===== src/verilog/capture_mon_pkg.sv =====
package capture_mon_pkg;

  localparam int ADDR_W    = 12;
  localparam int STRB_W    = 8;
  localparam int CNT_W     = 32;
  localparam int SRC_W     = 4;
  localparam int SAMPLES_W = 3;

  // 16-bit samples packed low first into a 64-bit beat
  localparam logic [STRB_W-1:0] STRB_1S = 8'h03;
  localparam logic [STRB_W-1:0] STRB_2S = 8'h0F;
  localparam logic [STRB_W-1:0] STRB_3S = 8'h3F;
  localparam logic [STRB_W-1:0] STRB_4S = 8'hFF;

  // observed write side of one HP port
  typedef struct packed {
    logic              awvalid;
    logic              awready;
    logic [ADDR_W-1:0] awaddr;
    logic              wvalid;
    logic              wready;
    logic [STRB_W-1:0] wstrb;
  } axi_wr_t;

  typedef struct packed {
    logic                 valid;
    logic [SAMPLES_W-1:0] samples;
    logic [ADDR_W-1:0]    addr;
  } beat_t;

  typedef struct packed {
    logic             adc_hit;
    logic             axi_hit;
    logic [SRC_W-1:0] src;
  } trig_evt_t;

  // channel 0 counts at the time of the trigger
  typedef struct packed {
    logic [SRC_W-1:0] src;
    logic [CNT_W-1:0] adc_count;
    logic [CNT_W-1:0] axi_count;
  } trig_rec_t;

endpackage


===== src/verilog/axi_beat_decoder.sv =====
`timescale 1ns/1ps

module axi_beat_decoder #(
  parameter int NUM_CH = 2
) (
  input  logic                     axi_clk,
  input  logic                     i_rst_n,
  input  capture_mon_pkg::axi_wr_t i_axi  [NUM_CH],
  output capture_mon_pkg::beat_t   o_beat [NUM_CH]
);

  typedef logic [capture_mon_pkg::SAMPLES_W-1:0] samples_t;

  // strobe pattern to sample count, unknown patterns count nothing
  function automatic samples_t strb_to_samples(
    input logic [capture_mon_pkg::STRB_W-1:0] strb
  );
    samples_t n;
    case (strb)
      capture_mon_pkg::STRB_1S: n = samples_t'(1);
      capture_mon_pkg::STRB_2S: n = samples_t'(2);
      capture_mon_pkg::STRB_3S: n = samples_t'(3);
      capture_mon_pkg::STRB_4S: n = samples_t'(4);
      default:                  n = '0;
    endcase
    return n;
  endfunction

  for (genvar ch = 0; ch < NUM_CH; ch++) begin : g_ch
    logic                   w_acc;
    logic                   aw_acc;
    capture_mon_pkg::beat_t beat_q;

    assign w_acc  = i_axi[ch].wvalid  && i_axi[ch].wready;
    assign aw_acc = i_axi[ch].awvalid && i_axi[ch].awready;

    always_ff @(posedge axi_clk or negedge i_rst_n) begin
      if (!i_rst_n) begin
        beat_q <= '0;
      end else begin
        beat_q.valid <= w_acc;
        if (w_acc) begin
          beat_q.samples <= strb_to_samples(i_axi[ch].wstrb);
        end else begin
          beat_q.samples <= '0;
        end
        // address is sticky until the next aw handshake
        if (aw_acc) begin
          beat_q.addr <= i_axi[ch].awaddr;
        end
      end
    end

    assign o_beat[ch] = beat_q;
  end

endmodule


===== src/verilog/trig_delay_line.sv =====
`timescale 1ns/1ps

module trig_delay_line #(
  parameter int TRIG_DELAY = 2
) (
  input  logic                              axi_clk,
  input  logic                              i_rst_n,
  input  logic                              i_adc_trig,
  input  logic                              i_axi_trig,
  input  logic [capture_mon_pkg::SRC_W-1:0] i_trig_src,
  output capture_mon_pkg::trig_evt_t        o_evt
);

  logic [TRIG_DELAY-1:0]             adc_sr;
  logic [TRIG_DELAY-1:0]             axi_sr;
  logic [capture_mon_pkg::SRC_W-1:0] src_q;

  // one stage per cycle of delay, tap 0 takes the raw pulse
  always_ff @(posedge axi_clk or negedge i_rst_n) begin
    if (!i_rst_n) begin
      adc_sr <= '0;
      axi_sr <= '0;
    end else begin
      adc_sr[0] <= i_adc_trig;
      axi_sr[0] <= i_axi_trig;
      for (int i = 1; i < TRIG_DELAY; i++) begin
        adc_sr[i] <= adc_sr[i-1];
        axi_sr[i] <= axi_sr[i-1];
      end
    end
  end

  // source only valid with the adc trigger
  always_ff @(posedge axi_clk or negedge i_rst_n) begin
    if (!i_rst_n) begin
      src_q <= '0;
    end else if (i_adc_trig) begin
      src_q <= i_trig_src;
    end
  end

  assign o_evt = '{
    adc_hit: adc_sr[TRIG_DELAY-1],
    axi_hit: axi_sr[TRIG_DELAY-1],
    src:     src_q
  };

endmodule


===== src/verilog/channel_counters.sv =====
`timescale 1ns/1ps

module channel_counters #(
  parameter int NUM_CH = 2
) (
  input  logic                               axi_clk,
  input  logic                               i_rst_n,
  input  logic [NUM_CH-1:0]                  i_adc_we,
  input  logic [NUM_CH-1:0]                  i_adc_dv,
  input  capture_mon_pkg::beat_t             i_beat      [NUM_CH],
  input  capture_mon_pkg::trig_evt_t         i_evt,
  output logic [capture_mon_pkg::CNT_W-1:0]  o_adc_count [NUM_CH],
  output logic [capture_mon_pkg::CNT_W-1:0]  o_axi_count [NUM_CH],
  output logic [capture_mon_pkg::ADDR_W-1:0] o_last_addr [NUM_CH],
  output logic                               o_trig_valid,
  output capture_mon_pkg::trig_rec_t         o_trig_rec
);

  typedef logic [capture_mon_pkg::CNT_W-1:0] cnt_t;

  logic trig_hit;

  for (genvar ch = 0; ch < NUM_CH; ch++) begin : g_ch
    cnt_t                              adc_cnt_q;
    cnt_t                              axi_cnt_q;
    logic [capture_mon_pkg::ADDR_W-1:0] addr_q;

    // one sample per cycle with we and dv both set
    always_ff @(posedge axi_clk or negedge i_rst_n) begin
      if (!i_rst_n) begin
        adc_cnt_q <= '0;
      end else if (i_adc_we[ch] && i_adc_dv[ch]) begin
        adc_cnt_q <= adc_cnt_q + cnt_t'(1);
      end
    end

    always_ff @(posedge axi_clk or negedge i_rst_n) begin
      if (!i_rst_n) begin
        axi_cnt_q <= '0;
      end else if (i_beat[ch].valid) begin
        axi_cnt_q <= axi_cnt_q + cnt_t'(i_beat[ch].samples);
      end
    end

    // decoder already holds the latest address, just follow it
    always_ff @(posedge axi_clk or negedge i_rst_n) begin
      if (!i_rst_n) begin
        addr_q <= '0;
      end else begin
        addr_q <= i_beat[ch].addr;
      end
    end

    assign o_adc_count[ch] = adc_cnt_q;
    assign o_axi_count[ch] = axi_cnt_q;
    assign o_last_addr[ch] = addr_q;
  end

  assign trig_hit = i_evt.adc_hit || i_evt.axi_hit;

  // snapshot of channel 0 as it stands at the hit edge
  always_ff @(posedge axi_clk or negedge i_rst_n) begin
    if (!i_rst_n) begin
      o_trig_valid <= 1'b0;
      o_trig_rec   <= '0;
    end else begin
      o_trig_valid <= trig_hit;
      if (trig_hit) begin
        o_trig_rec <= '{
          src:       i_evt.src,
          adc_count: o_adc_count[0],
          axi_count: o_axi_count[0]
        };
      end
    end
  end

endmodule


===== src/verilog/capture_mon_top.sv =====
`timescale 1ns/1ps

module capture_mon_top #(
  parameter int NUM_CH     = 2,
  parameter int TRIG_DELAY = 2
) (
  input  logic                               i_rst_n,
  input  logic                               axi_clk,
  input  capture_mon_pkg::axi_wr_t           i_axi       [NUM_CH],
  input  logic [NUM_CH-1:0]                  i_adc_we,
  input  logic [NUM_CH-1:0]                  i_adc_dv,
  input  logic                               i_adc_trig,
  input  logic                               i_axi_trig,
  input  logic [capture_mon_pkg::SRC_W-1:0]  i_trig_src,
  output logic [capture_mon_pkg::CNT_W-1:0]  o_adc_count [NUM_CH],
  output logic [capture_mon_pkg::CNT_W-1:0]  o_axi_count [NUM_CH],
  output logic [capture_mon_pkg::ADDR_W-1:0] o_last_addr [NUM_CH],
  output logic                               o_trig_valid,
  output capture_mon_pkg::trig_rec_t         o_trig_rec
);

  capture_mon_pkg::beat_t     beat [NUM_CH];
  capture_mon_pkg::trig_evt_t evt;

  // per channel handshake qualify and strobe decode
  axi_beat_decoder #(
    .NUM_CH (NUM_CH)
  ) u_beat_decoder (
    .axi_clk (axi_clk),
    .i_rst_n (i_rst_n),
    .i_axi   (i_axi),
    .o_beat  (beat)
  );

  trig_delay_line #(
    .TRIG_DELAY (TRIG_DELAY)
  ) u_trig_delay (
    .axi_clk    (axi_clk),
    .i_rst_n    (i_rst_n),
    .i_adc_trig (i_adc_trig),
    .i_axi_trig (i_axi_trig),
    .i_trig_src (i_trig_src),
    .o_evt      (evt)
  );

  // accumulators, last address and trigger record
  channel_counters #(
    .NUM_CH (NUM_CH)
  ) u_counters (
    .axi_clk      (axi_clk),
    .i_rst_n      (i_rst_n),
    .i_adc_we     (i_adc_we),
    .i_adc_dv     (i_adc_dv),
    .i_beat       (beat),
    .i_evt        (evt),
    .o_adc_count  (o_adc_count),
    .o_axi_count  (o_axi_count),
    .o_last_addr  (o_last_addr),
    .o_trig_valid (o_trig_valid),
    .o_trig_rec   (o_trig_rec)
  );

endmodule


===== config.mk =====
export PLATFORM = sky130hd
export DESIGN_NAME = capture_mon_top
export DESIGN_NICKNAME = d
export VERILOG_FILES = /design/src/verilog/capture_mon_pkg.sv /design/src/verilog/axi_beat_decoder.sv /design/src/verilog/trig_delay_line.sv /design/src/verilog/channel_counters.sv /design/src/verilog/capture_mon_top.sv
export SDC_FILE = /design/constraint.sdc
export NUM_CORES = 1
export LEC_CHECK = 0
export ABC_AREA = 0
export BUFFER_PORTS_ARGS = -buffer_cell sky130_fd_sc_hd__buf_2
export CAP_MARGIN = 20
export CORE_MARGIN = 2
export CORE_UTILIZATION = 45
export CTS_BUF_LIST = sky130_fd_sc_hd__clkbuf_4
export CTS_CLUSTER_DIAMETER = 80
export DETAILED_ROUTE_END_ITERATION = 7
export MAX_ROUTING_LAYER = met4
export PLACE_DENSITY = 0.73
export SLEW_MARGIN = 10
export SYNTH_ARGS = -nofsm -noshare
export SYNTH_HDL_FRONTEND = slang
export SYNTH_SLANG_ARGS = --single-unit

===== constraint.sdc =====
create_clock -name axi_clk -period 5.3 [get_ports axi_clk]
set_input_delay 0.53 -clock axi_clk [delete_from_list [all_inputs] [get_ports axi_clk]]
set_output_delay 0.53 -clock axi_clk [all_outputs]
set_load 0.01 [all_outputs]

Yosys cells after proc, flatten, opt, wreduce, memory -nomap -nowiden
Index checks and enable logic that the tools add are counted.
{"block": "word_totals", "ff_bits": 261, "input_bits": 60, "out_inout_bits": 221}
{"block": "op_classes", "n_mux": 4, "n_addsub": 4, "eq_ne": 8, "n_reduce_logical": 7}
{"cell": "$add 32x1->32 const B", "n": 2}
{"cell": "$add 32x3->32", "n": 2}
{"cell": "$pmux 3 s4", "n": 2}
{"cell": "$eq 8x2->1 const B", "n": 2}
{"cell": "$eq 8x4->1 const B", "n": 2}
{"cell": "$eq 8x6->1 const B", "n": 2}
{"cell": "$eq 8x8->1 const B", "n": 2}
{"cell": "$logic_and 1x1->1", "n": 6}
{"cell": "$mux 3", "n": 2}
{"cell": "$logic_or 1x1->1", "n": 1}

Logic depth before layout (Yosys ltp)
{"block": "logic_depth", "ltp_word": 3, "ltp_mapped": 6, "mapped_depth_nobuf": 6}

By module
A second synthesis with hierarchy kept.
{"block": "hier_totals", "hier_cells": 773, "area_unflattened_um2": 10304.9}
{"mod": "channel_counters", "cells_each": 677, "seq_area_each_um2": 5530.3, "area_each_um2": 8805.9, "instances": 1}
{"mod": "axi_beat_decoder", "cells_each": 82, "seq_area_each_um2": 800.8, "area_each_um2": 1238.7, "instances": 1}
{"mod": "trig_delay_line", "cells_each": 14, "seq_area_each_um2": 200.2, "area_each_um2": 260.2, "instances": 1}

Least setup slack after synthesis
OpenSTA, ideal clock, no wires.
{"block": "synth_path", "path_type": "register to register", "startpoint": "reg u_counters.g_ch[0].axi_cnt_q[1]", "endpoint": "reg u_counters.g_ch[0].axi_cnt_q[17]", "arrival_time_ns": 1.880, "slack_ns": 3.293, "setup_ns": 0.127, "path_stages_with_launch": 6, "cell_sequence": "dfrtp_1 > ha_1 > a211oi_1 > nor4_1 > nand4_1 > xnor2_1"}
{"block": "synth_via", "elab_chain_cells": 1}
{"element": "from (decl)", "line": "channel_counters.sv:25", "rtl": "cnt_t axi_cnt_q;"}
{"element": "from (signal assigned)", "line": "channel_counters.sv:41", "rtl": "axi_cnt_q <= axi_cnt_q + cnt_t'(i_beat[ch].samples);"}
{"element": "$add 32x3->32", "line": "channel_counters.sv:41"}
No other way between the ends.
A chain may end at the register's enable or synchronous reset.

Worst setup path in the final report
{"block": "layout_path", "startpoint": "reg u_trig_delay.axi_sr[1]", "endpoint": "reg u_counters.o_trig_rec[2] (netlist name)"}
{"block": "layout_via", "elab_chain_cells": 1}
{"element": "from (decl)", "line": "trig_delay_line.sv:15", "rtl": "logic [TRIG_DELAY-1:0] axi_sr;"}
{"element": "from (signal, indexed assignment)", "line": "trig_delay_line.sv:28", "rtl": "axi_sr[i] <= axi_sr[i-1];"}
{"element": "$logic_or 1x1->1", "line": "channel_counters.sv:59", "rtl": "assign trig_hit = i_evt.adc_hit || i_evt.axi_hit;"}
{"element": "net u_counters.trig_hit", "line": "channel_counters.sv:21", "rtl": "logic trig_hit;"}
The timed path passes the listed nets, and every way through them passes these cells.

==> flow_summary.json <==
{
  "status": "complete, no violations",
  "drtPass1Iterations": 4,
  "p_leak_nw": 6.90,
  "peakVddDrop_mv": 0.255,
  "final_nets": 1201,
  "root_buffer": "clkbuf_4",
  "io_pins": 281,
  "cp.arrival_ns": 2.81,
  "netSwitchingPower_w": 0.00111,
  "end_kind": "register",
  "clk_pin_slew_ns": 0.06,
  "viasPerCell": 5.03,
  "cts_tree": "yes",
  "areaGrowthSynthToFinish_pct": 26.0,
  "max_freq_mhz": 435,
  "fin_crit_sh_pct": 43.4,
  "critical_path_class": "reg2reg",
  "core_sq_mm": 0.0228,
  "post_cts_resized": 0,
  "grt_setup_unrepaired": "false",
  "syn_area_per_cell_sq_um": 13.3,
  "ys_seq_area_share_pct": 62.3,
  "wirelength_mm": 22.6,
  "grt_usage_pct": 19.2,
  "maxSlewHeadroom_pct": 35.4,
  "finalSetupViolations": 0,
  "worst_pin_slew_ns": 0.967,
  "synth_top_cell_by_area": "dfrtp_1",
  "ys_ff_latch": 261,
  "yosys.cell_count.top_type": "dfrtp_1",
  "pwr-share-clk_pct": 39.9,
  "async_flop_share_pct": 100,
  "drt_iter0_drc": 297,
  "critical_path_required_ns": 5.81,
  "p_sw_share_pct": 25.1,
  "seqPwrFrac_pct": 50.6,
  "maxSlewViolCount": 0,
  "cts_sinks": 261,
  "hold_viol": 0,
  "num_vias": 7500,
  "fin_setup_tns_ns": 0,
  "avgRoutedWirePerCell_um": 15.2,
  "crit_fanout": 40,
  "synth_area_sq_mm": 0.0105,
  "p_comb_share_pct": 9.5,
  "ant_nets": 0,
  "layout-drive-gt1-share_pct": 43.1,
  "power_density_mw_per_mm2": 336,
  "start_util_pct": 46.0,
  "gp_congestion": 0.802,
  "grt_pass1_vias": 7572,
  "cp-start-kind": "register",
  "row_count": 55,
  "yosys_warnings": 0,
  "fin_crit_ns": 2.30,
  "grt_pass1_wl_mm": 37.0,
  "worst_path_max_delay_cell": "nor2_4",
  "die_area_sq_mm": 0.0245,
  "ys.flop_type": "dfrtp_1",
  "synthTopCellsByArea": "dfrtp_1 62%, mux2_2 10%, xnor2_1 6.9%",
  "grt_antenna_before_repair": 3,
  "port_buffers": 280,
  "fill_cells": 1923,
  "dp_hpwl_mm": 15.9,
  "fin_ws_ns": 3.00,
  "synth_commonest_cells": "261 x dfrtp_1, 96 x mux2_2, 82 x xnor2_1",
  "die_h_um": 157,
  "skew_ns": 0.0232,
  "grt_start_max_net_pins": 139,
  "synth_top_area_share_pct": 62.3,
  "syn_inst": 788,
  "clock_latency_ns": 0.63,
  "cts.path.max_buffers": 3,
  "synth_cell_types": 36,
  "grt.overflow.total": 0,
  "p_int_w": 0.00332,
  "dieWidth_um": 157,
  "cts_buffers": 70,
  "drv_cap": 0,
  "synth_edf_count": 0,
  "reg2reg_slack_ns": 3.00,
  "place_ws_ns": 2.76,
  "min_path_type": "in2reg",
  "post-route-drc-count": 0,
  "max_stage_delay_ns": 0.76,
  "synth_fp_nets": 858,
  "cp_cell_sequence": "nor2_4 -> buf_4 -> inv_1 -> mux2_2",
  "cts_max_level": 3
}
-- kinds of logic after synthesis --
| logic type | count (synthesis) | synth area share, % |
|---|---|---|
| xor+xnor | 124 | 10.4 |
| buf+inv | 26 | 1.01 |
| simple gates | 252 | 13.7 |
| compound gates | 19 | 0.991 |
| flops | 261 | 62.3 |
| fa+ha+maj | 10 | 1.34 |
| mux | 96 | 10.3 |
-- sequential cells by signal, indices dropped and copies added, names as in the netlist --
register and cells:
u_counters.o_trig_rec 68, u_counters.g_ch.adc_cnt_q 64, u_counters.g_ch.axi_cnt_q 64, u_beat_decoder.o_beat 32, u_counters.g_ch.addr_q 24, u_trig_delay.src_q 4, u_trig_delay.adc_sr 2, u_trig_delay.axi_sr 2
u_counters.o_trig_valid 1
-- placed cells by master, fill, tap and decap left out, types with 5 or more instances in the layout --
cell / n
clkbuf_4: 106
nor4_2: 5
xor2_1: 42
xnor2_1: 82
nor3_1: 21
and2_1: 8
mux2_2: 96
and4_1: 13
nor4_1: 8
inv_1: 10
dfrtp_1: 261
and3_1: 18
ha_1: 8
a21oi_1: 9
buf_2: 280
o21ai_0: 7
nand2_1: 49
nand3_1: 46
nor2_1: 23
clkinv_1: 5
nand4_1: 40
-- worst paths after layout --
check	startpoint	endpoint	depth (start not counted)
worst min-delay path	i_adc_trig	u_trig_delay.adc_sr[0]	1
worst min register to register	u_trig_delay.adc_sr[0]	u_trig_delay.adc_sr[1]	0
min in group asynchronous	i_rst_n	u_counters.o_trig_rec[16]	2
worst max-delay path	u_trig_delay.axi_sr[1]	u_counters.o_trig_rec[2]	4
max in group asynchronous	i_rst_n	u_beat_decoder.o_beat[16]	3
worst max register to register	u_trig_delay.axi_sr[1]	u_counters.o_trig_rec[2]	4
-- power groups by stage --
stage	Combinational [W]	Clock (W)	Sequential, W
after floorplan	0.000156	0	0.00231
after global placement	0.000418	0	0.00228
after detailed placement	0.000428	0	0.00228
after CTS	0.000431	0.00185	0.00225
after global routing	0.000469	0.00196	0.00227
final	0.000421	0.00177	0.00225
-- what timing repair did --
| action | in CTS | in global routing |
|---|---|---|
| hold buffers | 2 | 0 |
| endpoints found under the hold margin | 54 | 0 |
| buffers inserted | 0 | 0 |
-- worst max-delay path, delay by kind of cell (launching register included) --
family                 cells  cell delay (ns)
DFF                        1             0.39
muxes                      1             0.30
and+or+nand+nor            1             0.76
buffers and inverters      2             0.72
-- final cells by class --
cell class                 count  area (sq um)  share of cell area, %
tap                          313           392                   2.96
antenna                        3          7.51                 0.0568
inverter                      10          37.5                  0.284
sequential                   261          6530                   49.4
timing repair buffer         287          1480                   11.2
clock buffer                 105           788                   5.97
clock inverter                11           101                  0.767
multi-input combinational    501          3870                   29.3
-- layer usage --
metal  wire, um  vias to the layer above  GRT usage [%]
met5          0                        -              -
met4        507                        0           7.30
met3       1690                       46           6.15
met2      10700                      254           29.2
met1       9670                     3693           24.2
li1           -                     3507              -
-- through the flow --
step	util (%)	instance area, sq um	hold slack [ns]	power, W	std cells
after floorplan	-	10500	0.234	0.00247	788
after detailed placement	53.9	12300	0.340	0.00271	1368
final	58.0	13200	0.111	0.00444	1491
after global placement	53.9	12300	0.337	0.00269	1368
after global routing	58.0	13200	0.0238	0.00470	1491
after CTS	57.9	13200	0.0287	0.00453	1486
No activity file was read; power rests on OpenSTA's default activity.
